[config.mk]
export PLATFORM = sky130hd
export DESIGN_NAME = popeye_addr_decode
export DESIGN_NICKNAME = d
export VERILOG_FILES = /design/src/common/popeye_pkg.sv /design/src/verilog/popeye_addr_decode.sv
export VERILOG_INCLUDE_DIRS = /design/src /design/src/common
export SDC_FILE = /design/constraint.sdc
export NUM_CORES = 1
export LEC_CHECK = 0
export BUFFER_PORTS_ARGS = -buffer_cell sky130_fd_sc_hd__buf_2
export CAP_MARGIN = 5
export CORE_AREA = 2 2 39 41
export DETAILED_ROUTE_END_ITERATION = 6
export DIE_AREA = 0 0 41 43
export GPL_TIMING_DRIVEN = 0
export PLACE_DENSITY = 0.55
export SYNTH_ARGS = -nofsm -noshare
export SYNTH_HDL_FRONTEND = slang
export SYNTH_SLANG_ARGS = --single-unit
[constraint.sdc]
create_clock -name vclk -period 1.3
set_input_delay 0.26 -clock vclk [all_inputs]
set_output_delay 0.26 -clock vclk [all_outputs]
set_load 0.03 [all_outputs]
[src/common/popeye_defs.svh]
// Bus widths and memory sizes for the main board, included by every file that sizes a port
`ifndef POPEYE_DEFS_SVH
`define POPEYE_DEFS_SVH

// Processor bus
`define POPEYE_AW 16 // Address width
`define POPEYE_DW 8  // Data width

// On-board memories
`define POPEYE_ROM_AW 15 // 32 KiB program ROM
`define POPEYE_RAM_AW 11 // 2 KiB work RAM

// Pull-ups on an unselected I/O port
`define POPEYE_IDLE_BYTE 8'hff

`endif

[src/common/popeye_pkg.sv]
// Shared types for the main board: read-device and I/O port names, imported by the decoder and top
`default_nettype none

package popeye_pkg;

    //////////////////////////////////////////////////////////////////////
    // Device that owns the read bus
    typedef enum logic [2:0] {
        DEV_NONE, // Nothing selected, reads zero
        DEV_ROM,  // 32 KiB program ROM
        DEV_RAM,  // 2 KiB work RAM
        DEV_TXT,  // Text layer, not present here
        DEV_BG,   // Background layer, not present here
        DEV_SEC,  // Protection device
        DEV_IO    // I/O read cycle
    } dev_sel_e;

    //////////////////////////////////////////////////////////////////////
    // I/O read ports, low two logical address bits
    typedef enum logic [1:0] {
        IO_PSG = 2'd0, // Sound chip data
        IO_SYS = 2'd1, // Coin, service, start
        IO_P2  = 2'd2, // Player 2 controls
        IO_P1  = 2'd3  // Player 1 controls
    } io_port_e;

endpackage

`default_nettype wire

[src/verilog/popeye_addr_decode.sv]
// Undoes the board's address line permutation and decodes memory and I/O selects for the top
`default_nettype none
`include "popeye_defs.svh"

module popeye_addr_decode import popeye_pkg::*; (
    input  wire [`POPEYE_AW-1:0]  cpu_addr, // As wired on the board
    input  wire                   mreq_n,
    input  wire                   iorq_n,
    input  wire                   rd_n,
    input  wire                   dmcs,     // DMA owns the RAM
    output logic [`POPEYE_AW-1:0] addr,     // Logical address
    output dev_sel_e              mem_sel,
    output logic                  io_rd,
    output io_port_e              io_port
);

    //////////////////////////////////////////////////////////////////////
    // Address descrambling
    always_comb begin
        addr[2:0]   = ~cpu_addr[2:0];
        addr[3]     = ~cpu_addr[4];
        addr[4]     = ~cpu_addr[5];
        addr[5]     = ~cpu_addr[9];
        addr[6]     = cpu_addr[3];
        addr[7]     = cpu_addr[6];
        addr[8]     = cpu_addr[7];
        addr[9]     = cpu_addr[8];
        addr[15:10] = cpu_addr[15:10]; // Straight through
    end

    //////////////////////////////////////////////////////////////////////
    // Memory map, top three bits
    always_comb begin
        mem_sel = DEV_NONE;
        case (addr[15:13])
            3'b100: begin
                // Upper half of the 4 KiB window is not fitted
                if ((!mreq_n || dmcs) && !addr[11]) begin
                    mem_sel = DEV_RAM;
                end
            end
            3'b101: begin
                if (!mreq_n) begin
                    mem_sel = DEV_TXT;
                end
            end
            3'b110: begin
                if (!mreq_n) begin
                    mem_sel = DEV_BG;
                end
            end
            3'b111:  mem_sel = DEV_SEC; // No strobe qualifier
            default: mem_sel = DEV_ROM; // 0000-7fff
        endcase
    end

    // I/O read, port by low bits
    assign io_rd   = !iorq_n && !rd_n;
    assign io_port = io_port_e'(addr[1:0]);

endmodule

`default_nettype wire

Yosys cells after proc, flatten, opt, wreduce, memory -nomap -nowiden

Index checks and enable logic that the tools add are counted.

Eq/ne operators: 4
Mux-type cells: 4
Bitwise gates (word level): 4
Reductions and logical operators: 7

Operators with widths:

| kind                                        | number |
|---|---|
| 3-bit equality test (second input constant) | 4 |
| 3-bit case mux with 4 select lines          | 1 |
| 1-bit logical NOT                           | 4 |
| 2-bit 2-to-1 mux                            | 2 |
| 3-bit 2-to-1 mux                            | 1 |
| 1-bit NOT                                   | 3 |
| 3-bit NOT                                   | 1 |
| 1-bit logical AND                           | 2 |
| 1-bit logical OR                            | 1 |

Register bits: 0
Input port bits: 20
Word-level logic and storage cells: 19

Depth between registers and ports, before layout

Word-level depth: 5
Depth in mapped cells: 2
Gate-level depth less buffers: 2

Worst setup path after synthesis

Ideal clock, no wire load.

Path type: input to output
Start point: in mreq_n
End point: out mem_sel[0]
Arrival: 1049 ps
Data required time: 1040 ps
Path slack: -9 ps
Stages on the path: 2
Buffers on the path: 0
Cell sequence: nor2b_1 > o21ai_0

Longest elaborated chain between the ends: 2

Ends and longest elaborated chain:

| element                            | RTL line                 | RTL |
|---|---|---|
| start: declaration                 | popeye_addr_decode.sv:7  | `input wire mreq_n,` |
| 2-bit 2-to-1 mux                   | popeye_addr_decode.sv:43 | `if (!mreq_n) begin` |
| 3-bit case mux with 4 select lines | popeye_addr_decode.sv:35 | `case (addr[15:13])` |
| end: declaration                   | popeye_addr_decode.sv:12 | `output dev_sel_e mem_sel,` |

Every way passes these cells.

Final worst setup path

Start point: in cpu_addr[14]
End point: out mem_sel[1]

Longest elaborated chain between the ends: 2
Elaborated cells between the ends (all ways): 5
Those cells by class: eq/ne (4); mux (1)

Ends and longest elaborated chain:

| element                              | RTL line                 | RTL |
|---|---|---|
| start: declaration                   | popeye_addr_decode.sv:6  | `` input wire [`POPEYE_AW-1:0] cpu_addr, `` |
| 3-bit equality test                  | popeye_addr_decode.sv:35 |  |
| 3-bit case mux with 4 select lines * | popeye_addr_decode.sv:35 |  |

Mark *: on every way between the ends. The rest lies on a longest branch, timed or not.

==> flow_summary_export.csv <==
group,metric,value,unit
status,outcome,"finished clean",
worst_setup_path,slowest_delay,230,ps
placement,dpl_cell_area,378,um^2
floorplanning,rows,14,
cells_and_area,final_area,378,um^2
global_routing,antenna_found_initial,0,
global_routing,grt-ovfl-total,0,
route,wl_per_cell,5.77,um
synth,synth_nets,47,
synth,yosys.area.top_type_share,50.7,%
sta,fin_crit,1190,ps
sta,hold_ws,769,ps
worst_setup_path,crit_chain,"buf_2, nand2b_2, a221oi_2, buf_2",
sta,finalHoldViolCount,0,
worst_setup_path,cp-end-kind,"output port",
sta,finalMaxSlewViolations,0,
placement,place_ws,96.4,ps
worst_setup_path,cp_data_arrival_time,930,ps
global_routing,grt_max_degree,5,
cells_and_area,n_antenna_cell,0,
power,power,0.176,mW
cells_and_area,area_delta_synth_final,113,%
hold_path,hp-class,"in2out",
synth,synth_cell_types,10,
sta,slew_headroom,88.4,%
cells_and_area,regArea,0,um^2
worst_setup_path,slowest_stage,"buf_2",
synth,synthCells,27,
cells_and_area,clock_buffers,0,
synth,synth_area,178,um^2
sta,setup_slack,105,ps
worst_setup_path,crit_type,"in2out",
floorplanning,coreArea,1380,um^2
route,finalWirelength,456,um
global_routing,grt_pass1_vias,177,
placement,dp_hpwl,444,um
sta,tns,0,ps
floorplanning,die_height,43,um
route,drc,0,
global_routing,grt_pass1_wl,607,um
synth,synthTopCellsByArea,"buf_4 (51%), inv_1 (15%), a221oi_2 (8.5%)",
synth,synth.most_common_cell,"buf_4",
sta,tightest_slew,174,ps
clock_network,post_cts_buffers,0,
sta,fmax,0.837,GHz
synth,avgSynthCellArea,6.58,um^2
cells_and_area,final_net_count,85,
route,ant_nets,0,
worst_setup_path,cp_max_fo,4,
floorplanning,die_w,41,um
sta,rsz0062_at_grt,"false",
sta,finalCritPeriodShare,91.9,%
floorplanning,io_pins,42,
cells_and_area,nFlopsAndLatches,0,
run,maxCapViolations,0,
worst_setup_path,required,1040,ps
floorplanning,dieArea,1760,um^2
route,first_iter_violations,0,
synth,synth_largest_area_cell,"buf_4",
global_routing,use_met3,0,%
synth,synth-warning-count,0,
placement,port_buffers,36,
route,first_pass_iters,1,
global_routing,gr-usage-met1,3.48,%
clock_network,cts_resized,0,
power,leakagePower,0.262,nW
route,via_per_inst,3.39,
sta,setup_viol,0,
global_routing,use_met2,10.3,%
synth,synthTopCellsByCount,"buf_4 (12), inv_1 (7)",
worst_setup_path,cp-start-kind,"input pin",
global_routing,top_usage_layer,"met2",
power,p_per_area,465,nW/um^2
placement,gp_congestion,0.534,
clock_network,ctsHoldBuffers,0,
floorplanning,initial_core_util,12.8,%
worst_setup_path,cp_common_cell,"buf_2",
cells_and_area,layout-drive-gt1-share,81.0,%
route,route.vias.total,268,
power,vdd_drop_max,0.105,mV
global_routing,globalRouteTotalUtil,4.40,%
synth,ys_seq_area_share,0,%
[power by group]
| part | internal, mW | total [mW] | switching (mW) | leakage, nW |
|---|---|---|---|---|
| registers | 0 | 0 | 0 | 0 |
| clock network | 0 | 0 | 0 | 0 |
| logic | 0.0699 | 0.176 | 0.106 | 0.262 |
| total | 0.0699 | 0.176 | 0.106 | 0.262 |
[layout make-up]
cell class,count,area [um^2]
buffer,12,90.1
fill,160,1010
inverter,7,26.3
multi-input combinational,8,61.3
tap,16,20.0
timing repair buffer,36,180
[per-layer routing]
| metal | wire, um | share of wire, % | vias up |
|---|---|---|---|
| met5 | 0 | 0 | - |
| met4 | 0 | 0 | 0 |
| met3 | 114 | 25 | 0 |
| met2 | 207 | 45 | 29 |
| met1 | 134 | 29 | 100 |
| li1 | - | - | 139 |
[layout by cell type (no fill, tap or decap), drive strengths merged]
cell type	n
nand2	1
nand2b	2
a21oi	1
inv	7
buf	48
nor2b	1
o21ai	1
a221oi	1
nor2	1
[critical path: cells and delay by family]
kind / cells / cell delay, ps
AO/OA/AOI/OAI: 1 / 160
buffers and inverters: 2 / 350
AND/OR/NAND/NOR: 1 / 170
[stage by stage]
stage,utilization (%),cells
finish,27.3,79
CTS,27.3,79
floorplan,-,27
detailed placement,27.3,79
global route,27.3,79
global placement,27.3,79
[logic make-up (layout without fill, tap and decap cells)]
kind of cell	count (synthesis)	in the layout	share of synthesized area, %
buffers and inverters	19	55	65.5
and+or+nand+nor	5	5	20.4
AOI/OAI and AO/OA	3	3	14.1
[worst paths after layout]
path    startpoint          to  cells past startpoint
max   cpu_addr[14]  mem_sel[1]                      4
min   cpu_addr[10]    addr[10]                      2
Power figures use the tool's default switching activity.
