--- config.mk ---
export PLATFORM = sky130hd
export DESIGN_NAME = popeye_security
export DESIGN_NICKNAME = d
export VERILOG_FILES = /design/src/security/popeye_security.sv
export VERILOG_INCLUDE_DIRS = /design/src /design/src/common
export SDC_FILE = /design/constraint.sdc
export NUM_CORES = 1
export LEC_CHECK = 0
export BUFFER_PORTS_ARGS = -buffer_cell sky130_fd_sc_hd__buf_2
export CORE_UTILIZATION = 46
export DETAILED_ROUTE_END_ITERATION = 6
export PLACE_DENSITY = 0.75
export SLEW_MARGIN = 40
export SYNTH_ARGS = -nofsm -noshare
export SYNTH_HDL_FRONTEND = slang
export SYNTH_SLANG_ARGS = --single-unit
--- constraint.sdc ---
create_clock -name clk -period 1.7 [get_ports clk]
set_input_delay 0.085 -clock clk [delete_from_list [all_inputs] [get_ports clk]]
set_output_delay 0.085 -clock clk [all_outputs]
set_load 0.005 [all_outputs]
--- src/common/popeye_defs.svh ---
// Bus widths and memory sizes for the main board, included by every file that sizes a port
`ifndef POPEYE_DEFS_SVH
`define POPEYE_DEFS_SVH

// Processor bus
`define POPEYE_AW 16 // Address width
`define POPEYE_DW 8  // Data width

// On-board memories
`define POPEYE_ROM_AW 15 // 32 KiB program ROM
`define POPEYE_RAM_AW 11 // 2 KiB work RAM

// Pull-ups on an unselected I/O port
`define POPEYE_IDLE_BYTE 8'hff

`endif

--- src/security/popeye_security.sv ---
// Protection device of the main board: a two-byte shift register read through a bit window
`default_nettype none
`include "popeye_defs.svh"

module popeye_security (
    input  wire                   clk,
    input  wire                   arst_n,
    input  wire                   cen,
    input  wire                   sel,  // Top of the memory map
    input  wire                   wr_n,
    input  wire                   a0,   // Odd: offset, even: data
    input  wire  [`POPEYE_DW-1:0] din,
    output logic [`POPEYE_DW-1:0] dout
);

    logic [2*`POPEYE_DW-1:0] sreg;    // {high byte, low byte}
    logic [2:0]              offset;
    logic [2*`POPEYE_DW-1:0] shifted;

    //////////////////////////////////////////////////////////////////////
    // Register updates
    always_ff @(posedge clk or negedge arst_n) begin
        if (!arst_n) begin
            sreg   <= '0;
            offset <= '0;
        end else if (cen && sel && !wr_n) begin
            if (a0) begin
                offset <= din[2:0];
            end else begin
                // New byte on top, old top drops down
                sreg <= {din, sreg[2*`POPEYE_DW-1:`POPEYE_DW]};
            end
        end
    end

    //////////////////////////////////////////////////////////////////////
    // Read window
    always_comb begin
        shifted = sreg << offset;                 // Low byte bits slide up
        dout    = shifted[2*`POPEYE_DW-1:`POPEYE_DW];
    end

endmodule

`default_nettype wire

-- Word-level counts from Yosys, hierarchy flattened
Cells that the tools add are included.
- shift operators: 1
- bitwise logic cells: 1
- reduce and logical (&&, ||, !) cells: 5
- operators with widths (operator ; number):
    16-bit by 3-bit left shift with 16-bit output ; 1
    2-bit AND reduction ; 2
    1-bit logical AND ; 2
    1-bit zero test ; 1
    1-bit inverter ; 1
- register bits after elaboration: 19
- output and inout port bits: 8

-- Depth between registers and ports, before layout
- depth after elaboration: 3
- depth in mapped cells: 5

-- Worst setup path before layout
No wires, ideal clock.
- path type: flip-flop to output port
- from: reg offset[0]
- to: out dout[0]
- arrival time: 1.308 ns
- required time: 1.615 ns
- setup slack: 0.307 ns
- cell stages (with the launch flop): 4
- path through: dfrtp_1 buf_6 mux4_2 a221o_1
- longest elaborated chain between the ends: 1
- ends and longest elaborated chain (element ; line ; RTL):
    start: declaration ; popeye_security.sv:17 ; logic [2:0] offset;
    start signal: assignment ; popeye_security.sv:28 ; offset <= din[2:0];
    16-bit by 3-bit left shift with 16-bit output ; popeye_security.sv:39 ; shifted = sreg << offset;
    end: declaration ; popeye_security.sv:13 ; output logic [`POPEYE_DW-1:0] dout
No other way between the ends.

-- Worst setup path in the final report
- from: reg offset[1]
- to: out dout[6]
The elaborated chain is that of the path after synthesis.

==> reports/qor.tcl <==
set qor(io_pins) 22
set qor(period_needed_ns) 1.740
set qor(maximum_number_of_pins_on_one_net_before_global_route_repair) 19
set qor(chipWidth_um) 50.14
set qor(drt_wl_total_mm) 2.232
set qor(multiInputGateArea_um2) 615.6
set qor(synth.cell_area_um2) 1066
set qor(mostFrequentLayoutCell) {sky130_fd_sc_hd__mux2_2}
set qor(vias_per_cell) 5.693
set qor(post-layout-total-power_uw) 1697
set qor(postSynth.asyncResetShare_pct) 100.0
set qor(synth_flop_cell) {sky130_fd_sc_hd__dfrtp_1}
set qor(fill_cell_total_of_the_finished_layout) 188
set qor(core_area_um2) 2191
set qor(ir_worst_vdd_mv) 0.6583
set qor(drt_pre_antenna_iters) 4
set qor(dp.cells) 133
set qor(drt_drc_violations_left) 0
set qor(syn-instance-count) 86
set qor(growth_of_design_area_from_synthesis_to_finish_pct) 21.71
set qor(rsz0062_at_grt) {yes}
set qor(hold_path.class) {primary input to register}
set qor(critPathTopFamily) {multiplexers}
set qor(fraction_of_post_synthesis_cell_area_in_the_top_cell_type_by_area_pct) 42.25
set qor(max-clock-path-buffers) 2
set qor(gpl.final_weighted_congestion) 0.8682
set qor(timing.rr.start) {offset[0]}
set qor(critical_path_endpoint_category) {primary output}
set qor(tritoncts) {yes}
set qor(drive_above_1_share_pct) 58.93
set qor(violations) {negative setup slack}
set qor(cp.buffers_inverters) 1
set qor(holdCritStartpoint) {din[5]}
set qor(post_drt_wl_per_cell_um) 15.94
set qor(ant_nets) 0
set qor(max_freq_mhz) 574.8
set qor(die_h_um) 50.14
set qor(drt_first_iter_violations) 19
set qor(met3_resource_use_gr_pct) 3.333
set qor(power.density_nw_per_um2) 1308
set qor(grt_most_used_layer) {met2}
set qor(final_cell_mix) {sky130_fd_sc_hd__mux2_2 (23), sky130_fd_sc_hd__buf_2 (21), sky130_fd_sc_hd__dfrtp_1 (16)}
set qor(synth.lib_cells_used.distinct) 21
set qor(grt_pass1_wl_mm) 3.774
set qor(cpMaxStageDelayCell) {sky130_fd_sc_hd__dfrtp_2}
set qor(post_route_setup_tns_ns) -0.09710
set qor(cp_cell_sequence) {mux2_2 > mux2i_1 > o21ai_0 > buf_2}
set qor(dr_total_vias) 797
set qor(critical_path_cell_count) 4
set qor(finalHoldViolations) 0
set qor(max_slew.worst_pin.slew_ns) 0.4095
set qor(place.detailed.hpwl_mm) 1.683
set qor(synth_sequential_area_ratio_pct) 42.25
set qor(post-route-worst-setup-slack_ns) -0.03983
set qor(min_path_cells) 2
set qor(fin_worst_skew_ns) 0.004452
set qor(timing.reg2reg.setup_slack_ns) 0.75
set qor(worstSetupStartpointType) {register}
set qor(place.port_buffers) 21
set qor(worst_ep_arrival_time_ns) 1.65
set qor(final_cells) 140
set qor(initial_core_util_pct) 48.66
set qor(worst_r2r_path_depth) 2
set qor(grt-ovfl-total) 0
set qor(syn-mean-instance-area_um2) 12.40
set qor(antennaDiodeCount) 0
set qor(critical_path_class) {register to primary output}
set qor(clock_latency_reported_for_the_late_side_of_the_worst_skew_pair_ns) 0.28
set qor(hold-worst-slack_ns) 0.02677
set qor(slew_headroom_pct) 72.70
set qor(cellLeakagePower_uw) 0.0005794
set qor(cts_max_level) 1
set qor(status) {finished with violations}
set qor(globalRouteMet1Util_pct) 26.81
set qor(drv.max_cap_violation_count) 0
set qor(groute.usage.overall_pct) 20.03
set qor(grt_antenna_before_repair) 0
set qor(vias_in_the_first_global_route) 807
set qor(cp_slowest_stage_delay_ns) 0.48
set qor(synthesis.nets) 100
set qor(synth_seq_cells) 18
set qor(layout_worst_path_cycle_share_pct) 102.3
set qor(clk_transition_reported_paths_ns) 0.10
set qor(edff_count_synth) 0
set qor(synth.largest_area_cell) {sky130_fd_sc_hd__dfrtp_1}
set qor(worst_r2r_endpoint) {offset[0]}
set qor(groute.layer.met2.usage_pct) 32.67
set qor(cts_buffers) 3
set qor(area_taken_by_flip_flops_and_latches_um2) 452.9
set qor(cts_root_buffer) {sky130_fd_sc_hd__clkbuf_4}
set qor(finalSetupViolCount) 3
set qor(die_outline_area_um2) 2514
set qor(drv_slew) 0
set qor(worstHoldEndpoint) {sreg[13]}
set qor(ys_warn_count) 0
set qor(std_cell_rows) 17
set qor(worstPathMaxFanout) 9
set qor(required_ns) 1.62
set qor(layout.nets) 128
set qor(clock_sinks) 18
set qor(yosys-top-cells-area) {sky130_fd_sc_hd__dfrtp_1 (42%), sky130_fd_sc_hd__mux2_2 (27%), sky130_fd_sc_hd__mux2i_1 (10%), sky130_fd_sc_hd__o22a_1 (2.5%), sky130_fd_sc_hd__o21ai_0 (2.3%)}
-- stage by stage --
stage          setup slack, ns  cell area, um^2  utilization [%]
2_1_floorplan           0.3068             1066                -
3_3_place_gp            0.2344             1199            54.71
6_report              -0.03983             1297            59.22
4_1_cts               -0.08028             1259            57.45
3_5_place_dp            0.2135             1199            54.71
5_1_grt                -0.1160             1297            59.22
-- sequential cells by signal, summed over array words and instances, names as in the netlist --
signal	count
offset	3
sreg	15
-- routing by layer --
| layer | up-vias | share of wire, % |
|---|---|---|
| met2 | 24 | 48 |
| li1 | 377 | - |
| met3 | 2 | 5.7 |
| met1 | 394 | 46 |
| met5 | - | 0 |
| met4 | 0 | 0.45 |
-- worst max path at each step --
stage | from | to | slack, ns
2_1_floorplan | offset[0] | dout[0] | 0.31
3_3_place_gp | sreg[6] | dout[0] | 0.23
3_5_place_dp | sreg[6] | dout[0] | 0.21
4_1_cts | offset[0] | dout[3] | -0.08
5_1_grt | offset[0] | dout[0] | -0.12
6_report | offset[1] | dout[6] | -0.04
-- layout make-up --
cell class / instances / area share (%)
Tap cell: 28 / 2.700
Clock buffer: 3 / 1.736
Sequential cell: 18 / 34.91
Timing Repair Buffer: 28 / 12.92
Multi-Input combinational cell: 62 / 47.44
Inverter: 1 / 0.2893
-- worst reg2reg max path, stage by stage, from the launching register on --
cell,delay (ns)
sky130_fd_sc_hd__dfrtp_2,0.44
sky130_fd_sc_hd__buf_6,0.14
sky130_fd_sc_hd__mux2_2,0.26
-- cell families after synthesis --
logic type             share of synthesized area, %
AND/OR/NAND/NOR                               5.869
flip-flops                                    42.25
AO/OA/AOI/OAI                                 8.803
buffers and inverters                         3.168
multiplexers                                  39.91
-- what timing repair did --
| item | CTS | global route |
|---|---|---|
| setup buffers | 3 | 0 |
| hold buffers | 1 | 0 |
| gates resized for setup | 2 | 12 |
| hold endpoints to repair | 18 | 0 |
| setup endpoints to repair | 7 | 8 |
| pin swaps | 2 | 0 |
-- cell usage after synthesis, types with 2 or more instances --
cell type                   n
sky130_fd_sc_hd__nand2_1    4
sky130_fd_sc_hd__a22oi_1    2
sky130_fd_sc_hd__mux2_2    26
sky130_fd_sc_hd__mux2i_1   11
sky130_fd_sc_hd__o22a_1     3
sky130_fd_sc_hd__dfrtp_1   18
sky130_fd_sc_hd__o221ai_1   2
sky130_fd_sc_hd__buf_2      3
sky130_fd_sc_hd__o21ai_0    5
-- report_power, final --
group	switching (uW)	internal [uW]	leakage, uW
Sequential	142	548	0.000216
Clock	123	82.1	0.0000138
Combinational	325	477	0.000350
Total	590	1110	0.000579
Note: power is estimated with default switching activity, not from simulation.
