--- src/common/popeye_defs.svh ---
// Bus widths and memory sizes for the main board, included by every file that sizes a port
`ifndef POPEYE_DEFS_SVH
`define POPEYE_DEFS_SVH

// Processor bus
`define POPEYE_AW 16 // Address width
`define POPEYE_DW 8  // Data width

// On-board memories
`define POPEYE_ROM_AW 15 // 32 KiB program ROM
`define POPEYE_RAM_AW 11 // 2 KiB work RAM

// Pull-ups on an unselected I/O port
`define POPEYE_IDLE_BYTE 8'hff

`endif

--- src/common/popeye_pkg.sv ---
// Shared types for the main board: read-device and I/O port names, imported by the decoder and top
`default_nettype none

package popeye_pkg;

    //////////////////////////////////////////////////////////////////////
    // Device that owns the read bus
    typedef enum logic [2:0] {
        DEV_NONE, // Nothing selected, reads zero
        DEV_ROM,  // 32 KiB program ROM
        DEV_RAM,  // 2 KiB work RAM
        DEV_TXT,  // Text layer, not present here
        DEV_BG,   // Background layer, not present here
        DEV_SEC,  // Protection device
        DEV_IO    // I/O read cycle
    } dev_sel_e;

    //////////////////////////////////////////////////////////////////////
    // I/O read ports, low two logical address bits
    typedef enum logic [1:0] {
        IO_PSG = 2'd0, // Sound chip data
        IO_SYS = 2'd1, // Coin, service, start
        IO_P2  = 2'd2, // Player 2 controls
        IO_P1  = 2'd3  // Player 1 controls
    } io_port_e;

endpackage

`default_nettype wire

--- src/verilog/popeye_io_ports.sv ---
// Cabinet input multiplexer and the sound chip's bus interface and I/O ports, driven by the top
`default_nettype none
`include "popeye_defs.svh"

module popeye_io_ports import popeye_pkg::*; (
    input  wire                   clk,
    input  wire                   arst_n,
    input  wire                   cen2,          // Sound chip clock enable
    input  wire                   iorq_n,
    input  wire                   wr_n,
    input  wire                   io_rd,
    input  io_port_e              io_port,
    input  wire                   a0,
    input  wire  [`POPEYE_DW-1:0] din,
    input  wire  [4:0]            joystick1,     // Punch, up, down, left, right
    input  wire  [4:0]            joystick2,
    input  wire  [1:0]            start_button,
    input  wire                   coin_input,
    input  wire                   service,
    input  wire  [3:0]            dip_sw1,
    input  wire  [7:0]            dip_sw2,
    output logic [`POPEYE_DW-1:0] dout,
    output logic [`POPEYE_DW-1:0] ioa            // Port A, register 14
);

    localparam logic [3:0] REG_IOA = 4'd14;
    localparam logic [3:0] REG_IOB = 4'd15;

    logic                  io_wr;
    logic [3:0]            psg_addr;             // Address latch
    logic [`POPEYE_DW-1:0] psg_regs [0:15];
    logic [`POPEYE_DW-1:0] iob;                  // DIP byte into port B
    logic [`POPEYE_DW-1:0] psg_dout;

    assign io_wr = !iorq_n && !wr_n;

    //////////////////////////////////////////////////////////////////////
    // Sound chip bus side
    always_ff @(posedge clk or negedge arst_n) begin
        if (!arst_n) begin
            psg_addr <= '0;
            for (int i = 0; i < 16; i++) begin
                psg_regs[i] <= '0;
            end
        end else if (cen2 && io_wr) begin
            if (a0) begin
                psg_addr <= din[3:0]; // Odd port latches address
            end else begin
                psg_regs[psg_addr] <= din;
            end
        end
    end

    assign ioa = psg_regs[REG_IOA];

    // DIP switches on port B, bank 2 one bit at a time
    always_comb begin
        iob[3:0] = dip_sw1;
        iob[6:4] = 3'b000;
        iob[7]   = dip_sw2[ioa[3:1]];
    end

    // Port B is input only
    assign psg_dout = (psg_addr == REG_IOB) ? iob : psg_regs[psg_addr];

    //////////////////////////////////////////////////////////////////////
    // Cabinet multiplexer
    always_comb begin
        dout = `POPEYE_IDLE_BYTE;
        if (io_rd) begin
            case (io_port)
                IO_PSG: dout = psg_dout;
                IO_SYS: begin
                    dout[7]   = coin_input;
                    dout[6]   = service;
                    dout[3:2] = start_button;
                end
                IO_P2: begin
                    dout[1:0] = joystick2[1:0];
                    dout[2]   = joystick2[3]; // Up and down swap
                    dout[3]   = joystick2[2];
                    dout[4]   = joystick2[4];
                end
                IO_P1: begin
                    dout[1:0] = joystick1[1:0];
                    dout[2]   = joystick1[3];
                    dout[3]   = joystick1[2];
                    dout[4]   = joystick1[4];
                end
                default: dout = `POPEYE_IDLE_BYTE;
            endcase
        end
    end

endmodule

`default_nettype wire

--- config.mk ---
export PLATFORM = sky130hd
export DESIGN_NAME = popeye_io_ports
export DESIGN_NICKNAME = d
export VERILOG_FILES = /design/src/common/popeye_pkg.sv /design/src/verilog/popeye_io_ports.sv
export VERILOG_INCLUDE_DIRS = /design/src /design/src/common
export SDC_FILE = /design/constraint.sdc
export NUM_CORES = 1
export LEC_CHECK = 0
export BUFFER_PORTS_ARGS = -buffer_cell sky130_fd_sc_hd__buf_2
export CORE_UTILIZATION = 39
export CTS_CLUSTER_DIAMETER = 80
export DETAILED_ROUTE_END_ITERATION = 7
export SLEW_MARGIN = 20
export SYNTH_ARGS = -nofsm -noshare
export SYNTH_HDL_FRONTEND = slang
export SYNTH_SLANG_ARGS = --single-unit
--- constraint.sdc ---
create_clock -name clk -period 3 [get_ports clk]
set_input_delay 0.45 -clock clk [delete_from_list [all_inputs] [get_ports clk]]
set_output_delay 0.45 -clock clk [all_outputs]
set_load 0.1 [all_outputs]
# == Word level (Yosys, flattened, before mapping) ==
# Index checks and enable logic that the tools add are counted.
# word_totals
romBits,0
regBits,132
latchBits,0
ram_bits,0
n_memories,0
inputBits,43
wordCells,49
# classes
n_div,0
multipliers,0
shifts,0
n_bitwise,2
reduce_logical,8
n_eq_ne,4
add_sub_neg,0
n_lt_le_gt_ge,3
n_mux,15
# ops
op,count
bitwise mux 128 bit,1
two-way mux 8 bit,5
binary-select mux 8 bit (select 4 bit),1
demux 8 bit (select 4 bit),1
case mux 2 bit (4 select lines),1
case mux 2 bit (3 select lines),1
"greater-or-equal comparator 5 bit, second input constant",1
"less-than comparator 5 x 1 -> 1 bit, second input constant",1
inverter 4 -> 5 bit,1
"equality test 2 bit, second input constant",2
"equality test 4 bit, second input constant",1
"less-than comparator 3 x 4 -> 1 bit, second input constant",1
case mux 2 bit (2 select lines),1
AND reduction 2 bit,2
binary-select mux 1 bit (select 3 bit),1
logical AND 1 bit,3
case mux 1 bit (3 select lines),1
"equality test 2 x 1 -> 1 bit, second input constant",1
zero test 1 bit,2
zero test 2 bit,1
two-way mux 1 bit,2
inverter 1 bit,1

# == Depth between registers and ports, before layout ==
# depth
depth_word,7
ltp_mapped,7
ltp_nobuf,4

# == Worst setup path before layout ==
# OpenSTA, ideal clock, no wires.
# synth_path
kind,register to output
from,reg psg_addr[1]
to,out dout[6]
path_slack_ns,-2.146
path_stages_with_launch,6
t_arrival_ns,4.696
path_cell_list,dfrtp_1 > clkbuf_1 > clkbuf_1 > mux4_2 > a221oi_1 > o311ai_0
# synth_between
elab_chain_cells,7
elab_cells_between_ends,8
# synth_rtl
item,line,text
"start, declared",popeye_io_ports.sv:30,logic [3:0] psg_addr;
"start signal, assigned",popeye_io_ports.sv:47,psg_addr <= din[3:0];
inverter 4 -> 5 bit (implied by the code),popeye_io_ports.sv:64,assign psg_dout = (psg_addr == REG_IOB) ? iob : psg_regs[psg_addr];
binary-select mux 8 bit (select 4 bit),popeye_io_ports.sv:64,
two-way mux 8 bit (implied by the code) (2 in a row),popeye_io_ports.sv:64,
two-way mux 8 bit *,popeye_io_ports.sv:64,
case mux 2 bit (2 select lines) *,popeye_io_ports.sv:71,case (io_port)
two-way mux 8 bit *,popeye_io_ports.sv:70,if (io_rd) begin
"end, declared",popeye_io_ports.sv:22,"output logic [`POPEYE_DW-1:0] dout,"
# Mark *: on every way between the ends. The rest lies on a longest branch, timed or not. The select of a mux whose other input is x is not followed.

# == Final worst setup path ==
# layout_path
from,reg psg_addr[0]
to,out dout[6]
# Same word-level chain as after synthesis.

==> flow_summary_export.csv <==
group,metric,value,unit
logic_synthesis,syn_avg_cell_area,14.3,um^2
placement,portBuffers,58,
clocking,htree_levels,4,
critical_path,path_class,"reg2out",
placement,post-place-ws,0.348,ns
sta,rsz0062_at_grt,"yes",
clocking,cts_buffers,17,
floorplanning,die_width,129,um
logic_synthesis,synth_cell_types,36,
logic_synthesis,netlist_area,6240,um^2
sta,layout_setup_ws,0.0592,ns
sta,final-hold-violation-count,0,
logic_synthesis,synth_fp_nets,480,
route,wirelength,15.3,mm
clocking,clk_latency,0.42,ns
floorplanning,coreArea,15400,um^2
final_layout,final_core_util,0.488,
sta,fin_hold_ws,0.0442,ns
placement,placed_cells,694,
critical_path,timing.rr.end,"psg_regs[102]",
critical_path,end_kind,"output port",
logic_synthesis,async_reset_ff_frac,1.00,
clocking,cts_buffer_depth,2,
critical_path,startpoint_type,"register",
clocking,cts_tree,"done",
logic_synthesis,ys_seq_area_frac,0.513,
sta,tns,0,ns
final_layout,antenna_cells,0,
placement,place.gp.congestion,0.766,
grt,grt.total_usage,0.205,
clocking,cts_root_buf,"clkbuf_16",
grt,antenna_found_initial,0,
power_and_ir_drop,leakagePower,3.52,nW
final_layout,layout.cells.non_filler,726,
logic_synthesis,synth_edf_count,0,
sta,worstMarginPinSlew,0.605,ns
floorplanning,rows,45,
sta,slew_headroom,0.596,
flow_run,drv_cap,0,
logic_synthesis,yosysTopAreaCellShare,0.513,
critical_path,worstPathRequired,2.55,ns
route,first_pass_iters,5,
sta,period_needed,2.94,ns
grt,grt_overflow,0,
logic_synthesis,synthCells,437,
logic_synthesis,ys_seq_elements,128,
floorplanning,num_io_pins,59,
route,num_vias,3900,
outcome,status,"completed",
placement,dpl_cell_area,6890,um^2
grt,grt_max_degree,49,
clocking,cts.sinks,128,
clocking,clk_pin_slew,0.06,ns
route,drt_iter0_drc,250,
critical_path,worstPathArrival,2.49,ns
critical_path,rrSetupSlack,0.85,ns
logic_synthesis,yosysWarnings,0,
critical_path,r2r_start,"psg_addr[0]",
sta,fin_worst_skew,0.00888,ns
power_and_ir_drop,irDropWorstVdd,455,uV
final_layout,design_area,7520,um^2
grt,grt_pass1_vias,4218,
final_layout,syn_to_final_growth,20.5,%
floorplanning,start_util,0.405,
final_layout,nets,547,
power_and_ir_drop,finalPower,5.64,mW
grt,grt_pass1_wl,24.5,mm
route,drc_errors,0,
clocking,cts_hold_buf,0,
sta,period_share,0.980,
logic_synthesis,synth_area_leaders,"dfrtp_1 51%, mux2_2 24%, mux4_2 9.7%, mux2i_1 1.3%, nand2_1 1.1%",
logic_synthesis,synth_top_cell_by_area,"dfrtp_1",
power_and_ir_drop,power.density,750,nW/um^2
floorplanning,dieHeight,129,um
sta,fmax,340,MHz
placement,hpwl,10.6,mm
route,viasPerCell,5.37,
critical_path,reg2reg_depth,5,
sta,finalSetupViolations,0,
final_layout,drive_above_1_share,0.559,
route,ant_nets,0,
floorplanning,dieArea,16500,um^2
route,avgRoutedWirePerCell,21.1,um
critical_path,cp_max_fo,7,
hold_path,hold_path_class,"in2async",
logic_synthesis,synthFlopType,"dfrtp_1",
sta,slew_violations,0,
[placed cells by master (no fill, tap or decap), types with 6 or more instances in the layout]
master     count
nor2_2         6
mux4_2        27
buf_4         22
nand2_1       18
clkbuf_8       7
buf_2         52
clkbuf_16     17
o21ai_0        9
nor2_1         7
mux2_2       132
dfrtp_1      127
mux2i_1        8
nor2b_1        8
[kinds of logic after synthesis]
| group | count (synthesis) | synth area share |
|---|---|---|
| flops | 128 | 0.513 |
| compound gates | 40 | 0.0447 |
| buf+inv | 37 | 0.0285 |
| simple gates | 60 | 0.0563 |
| mux | 172 | 0.357 |
[where the power goes]
| group | switching (mW) | total [mW] | internal, mW | leakage (nW) |
|---|---|---|---|---|
| registers | 0.200 | 2.26 | 2.06 | 1.71 |
| logic | 0.646 | 1.31 | 0.668 | 1.50 |
| clock network | 0.702 | 2.07 | 1.36 | 0.301 |
| total | 1.55 | 5.64 | 4.09 | 3.52 |
[what timing repair did]
item / CTS / global route
endpoints found under the setup margin: 7 / 5
gates cloned: 0 / 0
buffers inserted: 2 / 0
pin swaps: 0 / 0
resized for setup: 1 / 8
[how the worst max path moves through the flow]
stage          slack (ns)  endpoint         from  cells past startpoint
5_1_grt             -0.01   dout[0]  psg_addr[0]                      6
3_3_place_gp         0.39   dout[0]  psg_addr[0]                      6
6_report             0.06   dout[6]  psg_addr[0]                      5
3_5_place_dp         0.35   dout[0]  psg_addr[0]                      6
2_1_floorplan       -0.03   dout[6]  psg_addr[1]                      5
4_1_cts             0.007   dout[1]  psg_addr[0]                      6
[state kept, by name, indices dropped and copies added, names as in the netlist]
| register | cells |
|---|---|
| ioa | 8 |
| psg_regs | 116 |
| psg_addr | 4 |
[synthesized netlist by cell type (2+ instances only)]
master,n
clkbuf_1,16
a22oi_1,5
nor2b_1,8
buf_1,3
a22o_1,3
nor2_1,7
mux4_2,27
inv_1,3
mux2_1,5
dfrtp_1,128
mux2_2,132
a21oi_1,4
nand2_1,18
buf_2,7
or3_1,2
or2_2,2
nor3_4,2
o22ai_1,2
o221ai_1,3
o2111ai_1,2
nand2b_1,5
o211ai_1,5
mux2i_1,8
nor2_2,6
buf_4,8
nand3_1,4
o21ai_0,9
a21o_1,4
nor3b_2,2
[per-layer routing]
metal	track usage	up-vias	share of wire
li1	-	1765	-
met3	0.0570	13	0.055
met4	0.0567	0	0.0084
met2	0.339	97	0.49
met5	0	-	0
met1	0.264	2025	0.45
[critical path: stages, from the launching register on]
cell and delay [ns]:
dfrtp_2 0.48, mux4_2 0.54, a22o_1 0.24, a221oi_1 0.35
o311ai_2 0.13, buf_2 0.33
[layout make-up]
cell class,count,area (um^2)
timing repair buffer,82,556
sequential,128,3200
fill,1388,7900
inverter,3,11.3
tap,211,264
clock buffer,25,526
clock inverter,5,75.1
multi-input combinational,272,2890
Note: power is estimated with default switching activity, not from simulation.
